## config.mk

```make
export PLATFORM = sky130hd
export DESIGN_NAME = decode_stage
export DESIGN_NICKNAME = d
export VERILOG_FILES = /design/src/rv_pkg.sv /design/src/decode_stage.sv
export SDC_FILE = /design/constraint.sdc
export NUM_CORES = 1
export LEC_CHECK = 0
export ABC_AREA = 1
export BUFFER_PORTS_ARGS = -buffer_cell sky130_fd_sc_hd__buf_2
export CAP_MARGIN = 20
export CELL_PAD_IN_SITES_DETAIL_PLACEMENT = 2
export CELL_PAD_IN_SITES_GLOBAL_PLACEMENT = 2
export CORE_ASPECT_RATIO = 0.7
export CORE_UTILIZATION = 24
export CTS_BUF_LIST = sky130_fd_sc_hd__clkbuf_4 sky130_fd_sc_hd__clkbuf_8
export CTS_CLUSTER_DIAMETER = 200
export DETAILED_ROUTE_END_ITERATION = 8
export PLACE_DENSITY = 0.95
export SLEW_MARGIN = 20
export SYNTH_ARGS = -nofsm -noshare
export SYNTH_HDL_FRONTEND = slang
export SYNTH_SLANG_ARGS = --single-unit
```

## constraint.sdc

```tcl
create_clock -name clk -period 1.86 [get_ports clk]
set_input_delay 0.186 -clock clk [delete_from_list [all_inputs] [get_ports clk]]
set_output_delay 0.186 -clock clk [all_outputs]
set_load 0.03 [all_outputs]
```

## src/rv_pkg.sv

```systemverilog
`default_nettype none

package rv_pkg;

    // ====================
    // Widths and basic types
    // ====================
    localparam int XLEN           = 32;
    localparam int DMEM_WORDS     = 256;
    localparam int DMEM_ADDR_BITS = 8;

    typedef logic [XLEN-1:0] word_t;
    typedef logic [4:0]      reg_addr_t;

    // ADDI x0,x0,0
    localparam word_t NOP_INSTR = 32'h0000_0013;

    // Major opcodes
    localparam logic [6:0] OP_RTYPE  = 7'b0110011;
    localparam logic [6:0] OP_ITYPE  = 7'b0010011;
    localparam logic [6:0] OP_LOAD   = 7'b0000011;
    localparam logic [6:0] OP_STORE  = 7'b0100011;
    localparam logic [6:0] OP_BRANCH = 7'b1100011;
    localparam logic [6:0] OP_JAL    = 7'b1101111;
    localparam logic [6:0] OP_JALR   = 7'b1100111;
    localparam logic [6:0] OP_LUI    = 7'b0110111;

    // ALU funct3 codes
    localparam logic [2:0] F3_ADD = 3'b000;
    localparam logic [2:0] F3_SLL = 3'b001;
    localparam logic [2:0] F3_SLT = 3'b010;
    localparam logic [2:0] F3_XOR = 3'b100;
    localparam logic [2:0] F3_SRL = 3'b101;
    localparam logic [2:0] F3_OR  = 3'b110;
    localparam logic [2:0] F3_AND = 3'b111;

    // Branch funct3 codes
    localparam logic [2:0] F3_BEQ = 3'b000;
    localparam logic [2:0] F3_BNE = 3'b001;
    localparam logic [2:0] F3_BLT = 3'b100;
    localparam logic [2:0] F3_BGE = 3'b101;

    localparam logic [6:0] F7_SUB = 7'b0100000;

    // ====================
    // Enums
    // ====================
    typedef enum logic [3:0] {
        ALU_ADD, ALU_SUB, ALU_AND, ALU_OR, ALU_XOR, ALU_SLT, ALU_SLL, ALU_SRL
    } alu_op_t;

    typedef enum logic [1:0] {FWD_NONE, FWD_MEM, FWD_WB} fwd_sel_t;

    typedef enum logic [1:0] {WB_ALU, WB_MEM, WB_LINK, WB_IMM} wb_sel_t;

    // ====================
    // Pipeline structs
    // ====================
    typedef struct packed {
        alu_op_t alu_op;
        logic    alu_src;
        logic    mem_read;
        logic    mem_write;
        logic    reg_write;
        logic    branch;
        logic    jal;
        logic    jalr;
        wb_sel_t wb_sel;
    } ctrl_t;

    typedef struct packed {
        word_t      pc;
        word_t      rs1_data;
        word_t      rs2_data;
        reg_addr_t  rs1;
        reg_addr_t  rs2;
        reg_addr_t  rd;
        word_t      imm;
        logic [2:0] funct3;
        ctrl_t      ctrl;
    } id_ex_t;

    typedef struct packed {
        word_t     alu_result;
        word_t     store_data;
        reg_addr_t rd;
        word_t     link;
        word_t     imm;
        ctrl_t     ctrl;
    } ex_mem_t;

    typedef struct packed {
        logic      reg_write;
        reg_addr_t rd;
        word_t     result;
    } mem_wb_t;

    typedef struct packed {
        logic      valid;
        reg_addr_t rd;
        word_t     data;
    } retire_t;

endpackage

`default_nettype wire

```

## src/decode_stage.sv

```systemverilog
`timescale 1ns/1ps
`default_nettype none

module decode_stage
    import rv_pkg::*;
(
    input  logic      clk,
    input  logic      reset,
    input  logic      stall,
    input  logic      flush,
    input  word_t     if_pc,
    input  word_t     if_instr,
    input  word_t     rs1_data,
    input  word_t     rs2_data,
    output reg_addr_t rs1,
    output reg_addr_t rs2,
    output id_ex_t    id_ex
);

    logic [6:0] opcode;
    logic [2:0] funct3;
    logic [6:0] funct7;
    reg_addr_t  rd;
    word_t      imm;
    ctrl_t      ctrl;

    // ====================
    // Field extraction
    // ====================
    assign opcode = if_instr[6:0];
    assign rd     = if_instr[11:7];
    assign funct3 = if_instr[14:12];
    assign rs1    = if_instr[19:15];
    assign rs2    = if_instr[24:20];
    assign funct7 = if_instr[31:25];

    // Immediate format follows the opcode
    always_comb begin
        case (opcode)
            OP_STORE:  imm = {{20{if_instr[31]}}, if_instr[31:25], if_instr[11:7]};
            OP_BRANCH: imm = {{19{if_instr[31]}}, if_instr[31], if_instr[7],
                              if_instr[30:25], if_instr[11:8], 1'b0};
            OP_JAL:    imm = {{11{if_instr[31]}}, if_instr[31], if_instr[19:12],
                              if_instr[20], if_instr[30:21], 1'b0};
            OP_LUI:    imm = {if_instr[31:12], 12'b0};
            default:   imm = {{20{if_instr[31]}}, if_instr[31:20]};
        endcase
    end

    // ====================
    // Control decode
    // ====================
    always_comb begin
        ctrl        = '0;
        ctrl.alu_op = ALU_ADD;
        ctrl.wb_sel = WB_ALU;
        case (opcode)
            OP_RTYPE, OP_ITYPE: begin
                ctrl.alu_src   = (opcode == OP_ITYPE);
                ctrl.reg_write = 1'b1;
                case (funct3)
                    F3_ADD: begin
                        // SUB only exists in the register form
                        if (opcode == OP_RTYPE && funct7 == F7_SUB) begin
                            ctrl.alu_op = ALU_SUB;
                        end
                    end
                    F3_SLL:  ctrl.alu_op = ALU_SLL;
                    F3_SLT:  ctrl.alu_op = ALU_SLT;
                    F3_XOR:  ctrl.alu_op = ALU_XOR;
                    F3_SRL:  ctrl.alu_op = ALU_SRL;
                    F3_OR:   ctrl.alu_op = ALU_OR;
                    F3_AND:  ctrl.alu_op = ALU_AND;
                    default: ctrl.alu_op = ALU_ADD;
                endcase
            end
            OP_LOAD: begin
                ctrl.alu_src   = 1'b1;
                ctrl.mem_read  = 1'b1;
                ctrl.reg_write = 1'b1;
                ctrl.wb_sel    = WB_MEM;
            end
            OP_STORE: begin
                ctrl.alu_src   = 1'b1;
                ctrl.mem_write = 1'b1;
            end
            OP_BRANCH: ctrl.branch = 1'b1;
            OP_JAL: begin
                ctrl.jal       = 1'b1;
                ctrl.reg_write = 1'b1;
                ctrl.wb_sel    = WB_LINK;
            end
            OP_JALR: begin
                ctrl.jalr      = 1'b1;
                ctrl.reg_write = 1'b1;
                ctrl.wb_sel    = WB_LINK;
            end
            OP_LUI: begin
                ctrl.reg_write = 1'b1;
                ctrl.wb_sel    = WB_IMM;
            end
            default: ctrl.reg_write = 1'b0;
        endcase
        // Writes to x0 are dropped here once for the whole pipe
        if (rd == '0) begin
            ctrl.reg_write = 1'b0;
        end
    end

    // ====================
    // ID/EX register
    // ====================
    always_ff @(posedge clk) begin
        id_ex.pc       <= if_pc;
        id_ex.rs1_data <= rs1_data;
        id_ex.rs2_data <= rs2_data;
        id_ex.rs1      <= rs1;
        id_ex.rs2      <= rs2;
        id_ex.rd       <= rd;
        id_ex.imm      <= imm;
        id_ex.funct3   <= funct3;
        // Bubble for load-use stall or redirect
        if (reset || stall || flush) begin
            id_ex.ctrl <= '0;
        end else begin
            id_ex.ctrl <= ctrl;
        end
    end

endmodule

`default_nettype wire

```

==> impl_metrics.toml, run 1 <==
[sta]
max_slew_margin_pct = 64.9
rsz0062_at_grt = "false"
slew_viol_final = 0
fin_crit_sh_pct = 85.7
setup_violations = 0
max_freq_mhz = 627
finalHoldViolCount = 0
tns_ns = 0
period_minus_slack_ns = 1.59
worst_slew_pin_slew_ns = 0.524

[critical_path]
crit_family = "simple AND/OR/NAND/NOR gates"
required_ns = 2.17
slowest_delay_ns = 0.52
crit_chain = "dlygate4sd3_1 > buf_2 > nand2_1 > nor2_1 > nand2_1 > nand2_1 > o21ai_0"
crit_type = "in2reg"
crit_arrival_ns = 1.91
end_kind = "flip-flop"
crit_slowest_cell = "dlygate4sd3_1"
crit_buf_inv = 2
startpoint_type = "primary input"
crit_fanout = 11
cpMostUsedCell = "nand2_1"

[logic_synthesis]
synth_top_cells_by_area = "dfxtp_1, nand2_1, nor2_1"
synthMuxAreaShare_pct = 0
yosys_warnings = 0
synth-simple-area-share_pct = 11.8
yosys.area_share.adder_pct = 0
synth_xor_area_share_pct = 0
yosysUniqueCellTypes = 23
postSynthAreaPerCell_um2 = 12.2
synth_seq_cells = 158
synth_top_area_share_pct = 80.1
synth_top_family_by_area = "simple AND/OR/NAND/NOR gates"
syn_nets = 456
synth_compound_area_share_pct = 2.76
ys_seq_area_share_pct = 80.1
netlist_instances = 324
post_synth_instance_area_um2 = 3950
synth_area_leader_cell = "dfxtp_1"

[layout]
fill_cells = 1670
area.growth.synth_to_final_pct = 82.9
largest-register = "id_ex"
drive_gt1_share_pct = 44.9
nets = 880
largest_reg_flops = 158
layout_common_cells = "buf_2, dfxtp_1, dlygate4sd3_1"
final_common_cell = "buf_2"
instances_no_fill = 986
reg_top3 = "id_ex x158"

[global_routing]
grt-ovfl-total = 0
antenna_found_initial = 3
grt_max_degree = 17
grt_pass1_wl_um = 31200
grt_use_total_pct = 26.6
first_global_vias = 4601

[die]
die_w_um = 155
die_h_um = 109
start_util_pct = 25.0
die_area_um2 = 17000
boundaryPins = 301
std_cell_rows = 38
coreArea_um2 = 15800

[placement]
placedCellCount = 829
gp_congestion = 0.832
io_buffers = 299
hpwl_um = 12900

[cts]
cts_resized = 0
numClockSinks = 158
h-tree-depth = 4
post_cts_buffers = 0
clockBufferDepth = 2
clk_pin_slew_ns = 0.08
hold_buffers = 120
numCtsBuffers = 17
cts_tree = "yes"
cts_root_buffer = "clkbuf_8"

[power]
internal_power_uw = 5150
sequentialPowerShare_pct = 48.7
p_sw_share_pct = 31.1
finalPower_uw = 7480
power_frac_comb_pct = 14.9
pwr-share-clk_pct = 36.5
worst_ir_drop_vdd_mv = 0.365
p_sw_uw = 2330
p_leak_uw = 0.00363
p_per_area_nw_per_um2 = 1040

[drt]
wire_per_inst_um = 24.8
drtIter0Drc = 138
first_pass_iters = 4
ant_nets = 0
wirelength_um = 24400
drc_errors = 0
viasPerCell = 4.19
num_vias = 4128

[flow_run]
drv_cap = 0

[worst_hold_path]
hold_path.class = "in2reg"

[status]
status = "completed"
## cells in the mapped netlist
library cell and count:
buf_2 2, buf_4 13, buf_6 1, conb_1 1, dfxtp_1 158, inv_1 23
inv_2 1, nand2_1 43, nand2_2 1, nand2_4 1, nand3_1 14, nand3_2 1
nand3b_1 1, nand4_1 7, nor2_1 31, nor2_2 1, nor2_4 1, nor3_1 1
nor3_2 1, o21ai_0 19, o21ai_1 1, o21ai_2 1, or2_2 1
## worst paths after layout
| check | from | end | slack, ns | depth (start not counted) |
|---|---|---|---|---|
| hold / removal | if_instr[27] | id_ex[23]$_DFF_P_ | 0.008 | 3 |
| setup / recovery | if_instr[4] | id_ex[37]$_DFF_P_ | 0.27 | 7 |
## routing by layer
layer  vias up  track usage, %  routed length (um)
met5         -               0                   8
li1       1858               -                   -
met4         2            9.31                 839
met3        63            9.38                1740
met2       206            50.7               13000
met1      1999            27.0                8900
## stage by stage
step / setup slack [ns] / utilization [%] / hold slack (ns) / cell area (um2)
finish: 0.266 / 45.8 / 0.00828 / 7220
floorplan: 0.905 / - / 0.214 / 3950
global placement: 0.432 / 35.6 / 0.288 / 5620
detailed placement: 0.301 / 35.6 / 0.290 / 5620
CTS: 0.353 / 45.7 / 0.00229 / 7210
global route: 0.109 / 45.8 / 0.00928 / 7220
## power by group through the flow
stage                     clock network, uW  registers [uW]  logic (uW)
after global routing                   2910            3650        1150
after global placement                    0            3670         810
after CTS                              2650            3610        1050
after floorplan                           0            4030         109
final                                  2730            3640        1110
after detailed placement                  0            3690         839
## cell families (layout without fill, tap and decap cells)
family / count (synthesis) / after routing
other: 1 / 6
AO/OA/AOI/OAI: 21 / 21
buffers and inverters: 40 / 477
AND/OR/NAND/NOR: 104 / 104
flip-flops: 158 / 158
## area by class of cell
type,count,area [um2],area share [%]
flip-flops and latches,158,3160,43.8
repair buffers,421,2710,37.5
multi-input cells,126,578,8.00
well taps,220,275,3.81
clock buffers,20,269,3.72
clock inverters,12,124,1.71
inverters,24,90.1,1.25
diodes,5,12.5,0.173
(Power assumes the default switching activity.)
==> run 2, diff against run 1 <==
--- a/config.mk
+++ b/config.mk
@@ -15,6 +15,8 @@
 export CTS_BUF_LIST = sky130_fd_sc_hd__clkbuf_4 sky130_fd_sc_hd__clkbuf_8
 export CTS_CLUSTER_DIAMETER = 200
 export DETAILED_ROUTE_END_ITERATION = 8
+export GPL_ROUTABILITY_DRIVEN = 0
+export MAX_ROUTING_LAYER = met4
 export PLACE_DENSITY = 0.95
 export SLEW_MARGIN = 20
 export SYNTH_ARGS = -nofsm -noshare
==> impl_metrics.toml, run 2 (synthesized netlist as in run 1, its figures left out) <==
[layout]
fill_cells = 1685
seq_area_um2 = 3160
multi_input_area_um2 = 578
area.growth.synth_to_final_pct = 82.8
fin_util_pct = 45.8
largest-register = "id_ex"
reg_top3 = "id_ex x158"
largest_reg_flops = 158
nets = 880
final_common_cell = "buf_2"
drive_gt1_share_pct = 44.9
layout_common_cells = "buf_2, dfxtp_1, dlygate4sd3_1"

[drt]
ant_nets = 0
drtIter0Drc = 168
wire_per_inst_um = 24.4
drc_errors = 0
wirelength_um = 24000
first_pass_iters = 4
num_vias = 4150
viasPerCell = 4.21

[sta]
period_minus_slack_ns = 1.62
finalHoldViolCount = 0
max_slew_margin_pct = 65.6
timing.hold.ws_ns = 0.0171
worst_slew_pin_slew_ns = 0.513
slew_viol_final = 0
max_freq_mhz = 618
fin_crit_sh_pct = 87.0
tns_ns = 0
rsz0062_at_grt = "false"
setup_violations = 0

[critical_path]
crit_type = "in2reg"
required_ns = 2.17
startpoint_type = "primary input"
end_kind = "flip-flop"
crit_arrival_ns = 1.93
crit_fanout = 11

[global_routing]
grt_max_degree = 17
grt_use_total_pct = 27.4
grt-ovfl-total = 0
first_global_vias = 4567
antenna_found_initial = 3
grt_pass1_wl_um = 31100

[power]
p_leak_uw = 0.00363
finalPower_uw = 7460
worst_ir_drop_vdd_mv = 0.452
p_per_area_nw_per_um2 = 1030

[die]
boundaryPins = 301
coreArea_um2 = 15800
die_h_um = 109
std_cell_rows = 38
die_w_um = 155
die_area_um2 = 17000
start_util_pct = 25.0

[placement]
io_buffers = 299
hpwl_um = 12900

[cts]
h-tree-depth = 4
post_cts_buffers = 0
numClockSinks = 158
cts_tree = "yes"
clk_pin_slew_ns = 0.08
clockBufferDepth = 2
numCtsBuffers = 17
cts_root_buffer = "clkbuf_8"

[worst_hold_path]
hold_end = "id_ex[23]$_DFF_P_"
whs_path_depth = 3
worstHoldStart = "if_instr[27]"
hold_path.class = "in2reg"

[status]
status = "completed"

[flow_run]
drv_cap = 0
-- run 2: cell count changes in the layout (fill, tap and decap cells not counted), sizes merged --
cell,change
diode,-1
-- run 2: per-layer routing --
metal | vias to the layer above | part of all wire (%) | GRT usage (%)
met4 | 0 | 3.2 | 9.80
met5 | - | 0 | -
met2 | 207 | 53 | 51.0
li1 | 1853 | - | -
met1 | 2035 | 37 | 27.1
met3 | 55 | 7.1 | 8.55
-- run 2: worst max-delay path: stages --
cell and delay (ns):
dlygate4sd3_1 0.52, buf_2 0.14, nand2_1 0.06, nor2_1 0.15
nand2_1 0.25, nand2_1 0.40, o21ai_0 0.20
-- run 2: timing repair --
action | 4_1_cts | 5_1_grt
hold buffers | 120 | 0
hold endpoints to repair | 130 | 0
resized for setup | 0 | 0
-- run 2: worst max-delay path by stage --
stage	start	to	cells past startpoint
final	if_instr[4]	id_ex[37]$_DFF_P_	7
after global routing	if_instr[4]	id_ex[37]$_DFF_P_	7
after CTS	if_instr[4]	id_ex[33]$_DFF_P_	9
after detailed placement	if_instr[3]	id_ex[42]$_DFF_P_	7
after global placement	if_instr[3]	id_ex[42]$_DFF_P_	7
after floorplan	if_instr[1]	id_ex[28]$_DFF_P_	6
-- run 2: layout make-up --
cell class,instances,share of cell area [%]
well taps,220,3.81
diodes,4,0.139
repair buffers,421,37.6
clock buffers,20,3.72
multi-input cells,126,8.00
flip-flops and latches,158,43.8
inverters,24,1.25
clock inverters,12,1.72
-- run 2: where the power goes --
group | internal, uW | switching [uW]
logic | 410 | 695
registers | 3560 | 83.7
clock network | 1190 | 1530
-- run 2: per-stage QoR --
stage	setup WS, ns	std cells	area [um2]
3_3_place_gp	0.432	829	5620
5_1_grt	0.131	985	7220
4_1_cts	0.353	981	7210
6_report	0.241	985	7220
3_5_place_dp	0.301	829	5620
2_1_floorplan	0.905	324	3950
==> run 3, diff against run 2 <==
==> constraint.sdc (replaced) <==
create_clock -name clk -period 1.86 [get_ports clk]
set_input_delay 0.372 -clock clk [delete_from_list [all_inputs] [get_ports clk]]
set_output_delay 0.372 -clock clk [all_outputs]
set_load 0.03 [all_outputs]
==> impl_metrics.toml, run 3 (synthesized netlist as in run 1, its figures left out) <==
[cts]
cts_root_buffer = "clkbuf_8"
numCtsBuffers = 17
post_cts_buffers = 0
cts_resized = 0
numClockSinks = 158
clockBufferDepth = 2
hold_buffers = 67
cts_tree = "yes"
clk_pin_slew_ns = 0.12
h-tree-depth = 4

[layout]
area.growth.synth_to_final_pct = 70.4
largest_reg_flops = 158
nets = 830
drive_gt1_share_pct = 48.1
instances_no_fill = 934
final_common_cell = "buf_2"
layout_common_cells = "buf_2, dfxtp_1, dlygate4sd3_1"
reg_top3 = "id_ex x158"
fin_util_pct = 42.6
largest-register = "id_ex"

[critical_path]
crit_arrival_ns = 1.09
crit_family = "flip-flops"
slowest_delay_ns = 0.40
crit_buf_inv = 1
required_ns = 1.49
crit_fanout = 1
end_kind = "primary output"
startpoint_type = "flip-flop"
crit_chain = "buf_2"
crit_start = "id_ex[97]$_DFF_P_"
crit_slowest_cell = "dfxtp_1"
crit_type = "reg2out"

[placement]
hpwl_um = 12900
io_buffers = 299
placedCellCount = 829

[global_routing]
grt_use_total_pct = 23.0
grt_pass1_wl_um = 26900
grt-ovfl-total = 0
grt_max_degree = 19
antenna_found_initial = 3
first_global_vias = 4146

[drt]
drtIter0Drc = 132
wire_per_inst_um = 20.9
viasPerCell = 4.08
num_vias = 3811
first_pass_iters = 4
wirelength_um = 19600
ant_nets = 0
drc_errors = 0

[sta]
rsz0062_at_grt = "false"
setup_violations = 0
finalHoldViolCount = 0
max_slew_margin_pct = 66.4
period_minus_slack_ns = 1.47
fin_crit_sh_pct = 78.8
worst_slew_pin_slew_ns = 0.502
timing.hold.ws_ns = 0.0146
tns_ns = 0
slew_viol_final = 0
max_freq_mhz = 682

[status]
status = "completed"

[power]
p_per_area_nw_per_um2 = 1080
p_leak_uw = 0.00342
worst_ir_drop_vdd_mv = 0.499
finalPower_uw = 7250

[worst_hold_path]
worstHoldStart = "if_pc[17]"
hold_path.class = "in2reg"

[die]
start_util_pct = 25.0
std_cell_rows = 38
die_area_um2 = 17000
die_h_um = 109
die_w_um = 155
coreArea_um2 = 15800
boundaryPins = 301

[flow_run]
drv_cap = 0
## run 3: metrics by stage
| stage | worst slack (ns) | instance area (um2) |
|---|---|---|
| after global placement | 0.242 | 5620 |
| after detailed placement | 0.129 | 5620 |
| final | 0.394 | 6730 |
| after global routing | 0.352 | 6730 |
| after floorplan | 0.719 | 3950 |
| after CTS | 0.403 | 6690 |
## run 3: per-layer routing
layer | vias up | global-route usage [%] | wire length, um
li1 | 1753 | - | -
met1 | 1879 | 24.5 | 7500
met2 | 159 | 41.7 | 10400
met3 | 20 | 6.70 | 1340
met4 | 0 | 6.72 | 342
met5 | - | - | 0
## run 3: area by class of cell
cell class,instances,area [um2]
diodes,3,7.51
clock buffers,18,248
clock inverters,14,155
fillers,1703,9060
inverters,24,90.1
multi-input cells,126,578
flip-flops and latches,158,3160
well taps,220,275
repair buffers,371,2210
## run 3: path summary, 6_finish.rpt
path	to	depth (start not counted)	slack, ns
worst max-delay path	id_ex[97]	1	0.39
worst min-delay path	id_ex[144]$_DFF_P_	1	0.01
## run 3: power breakdown
group / total, uW / switching (uW) / internal, uW
Sequential: 3620 / 68.9 / 3560
Combinational: 984 / 644 / 341
Clock: 2640 / 1580 / 1060
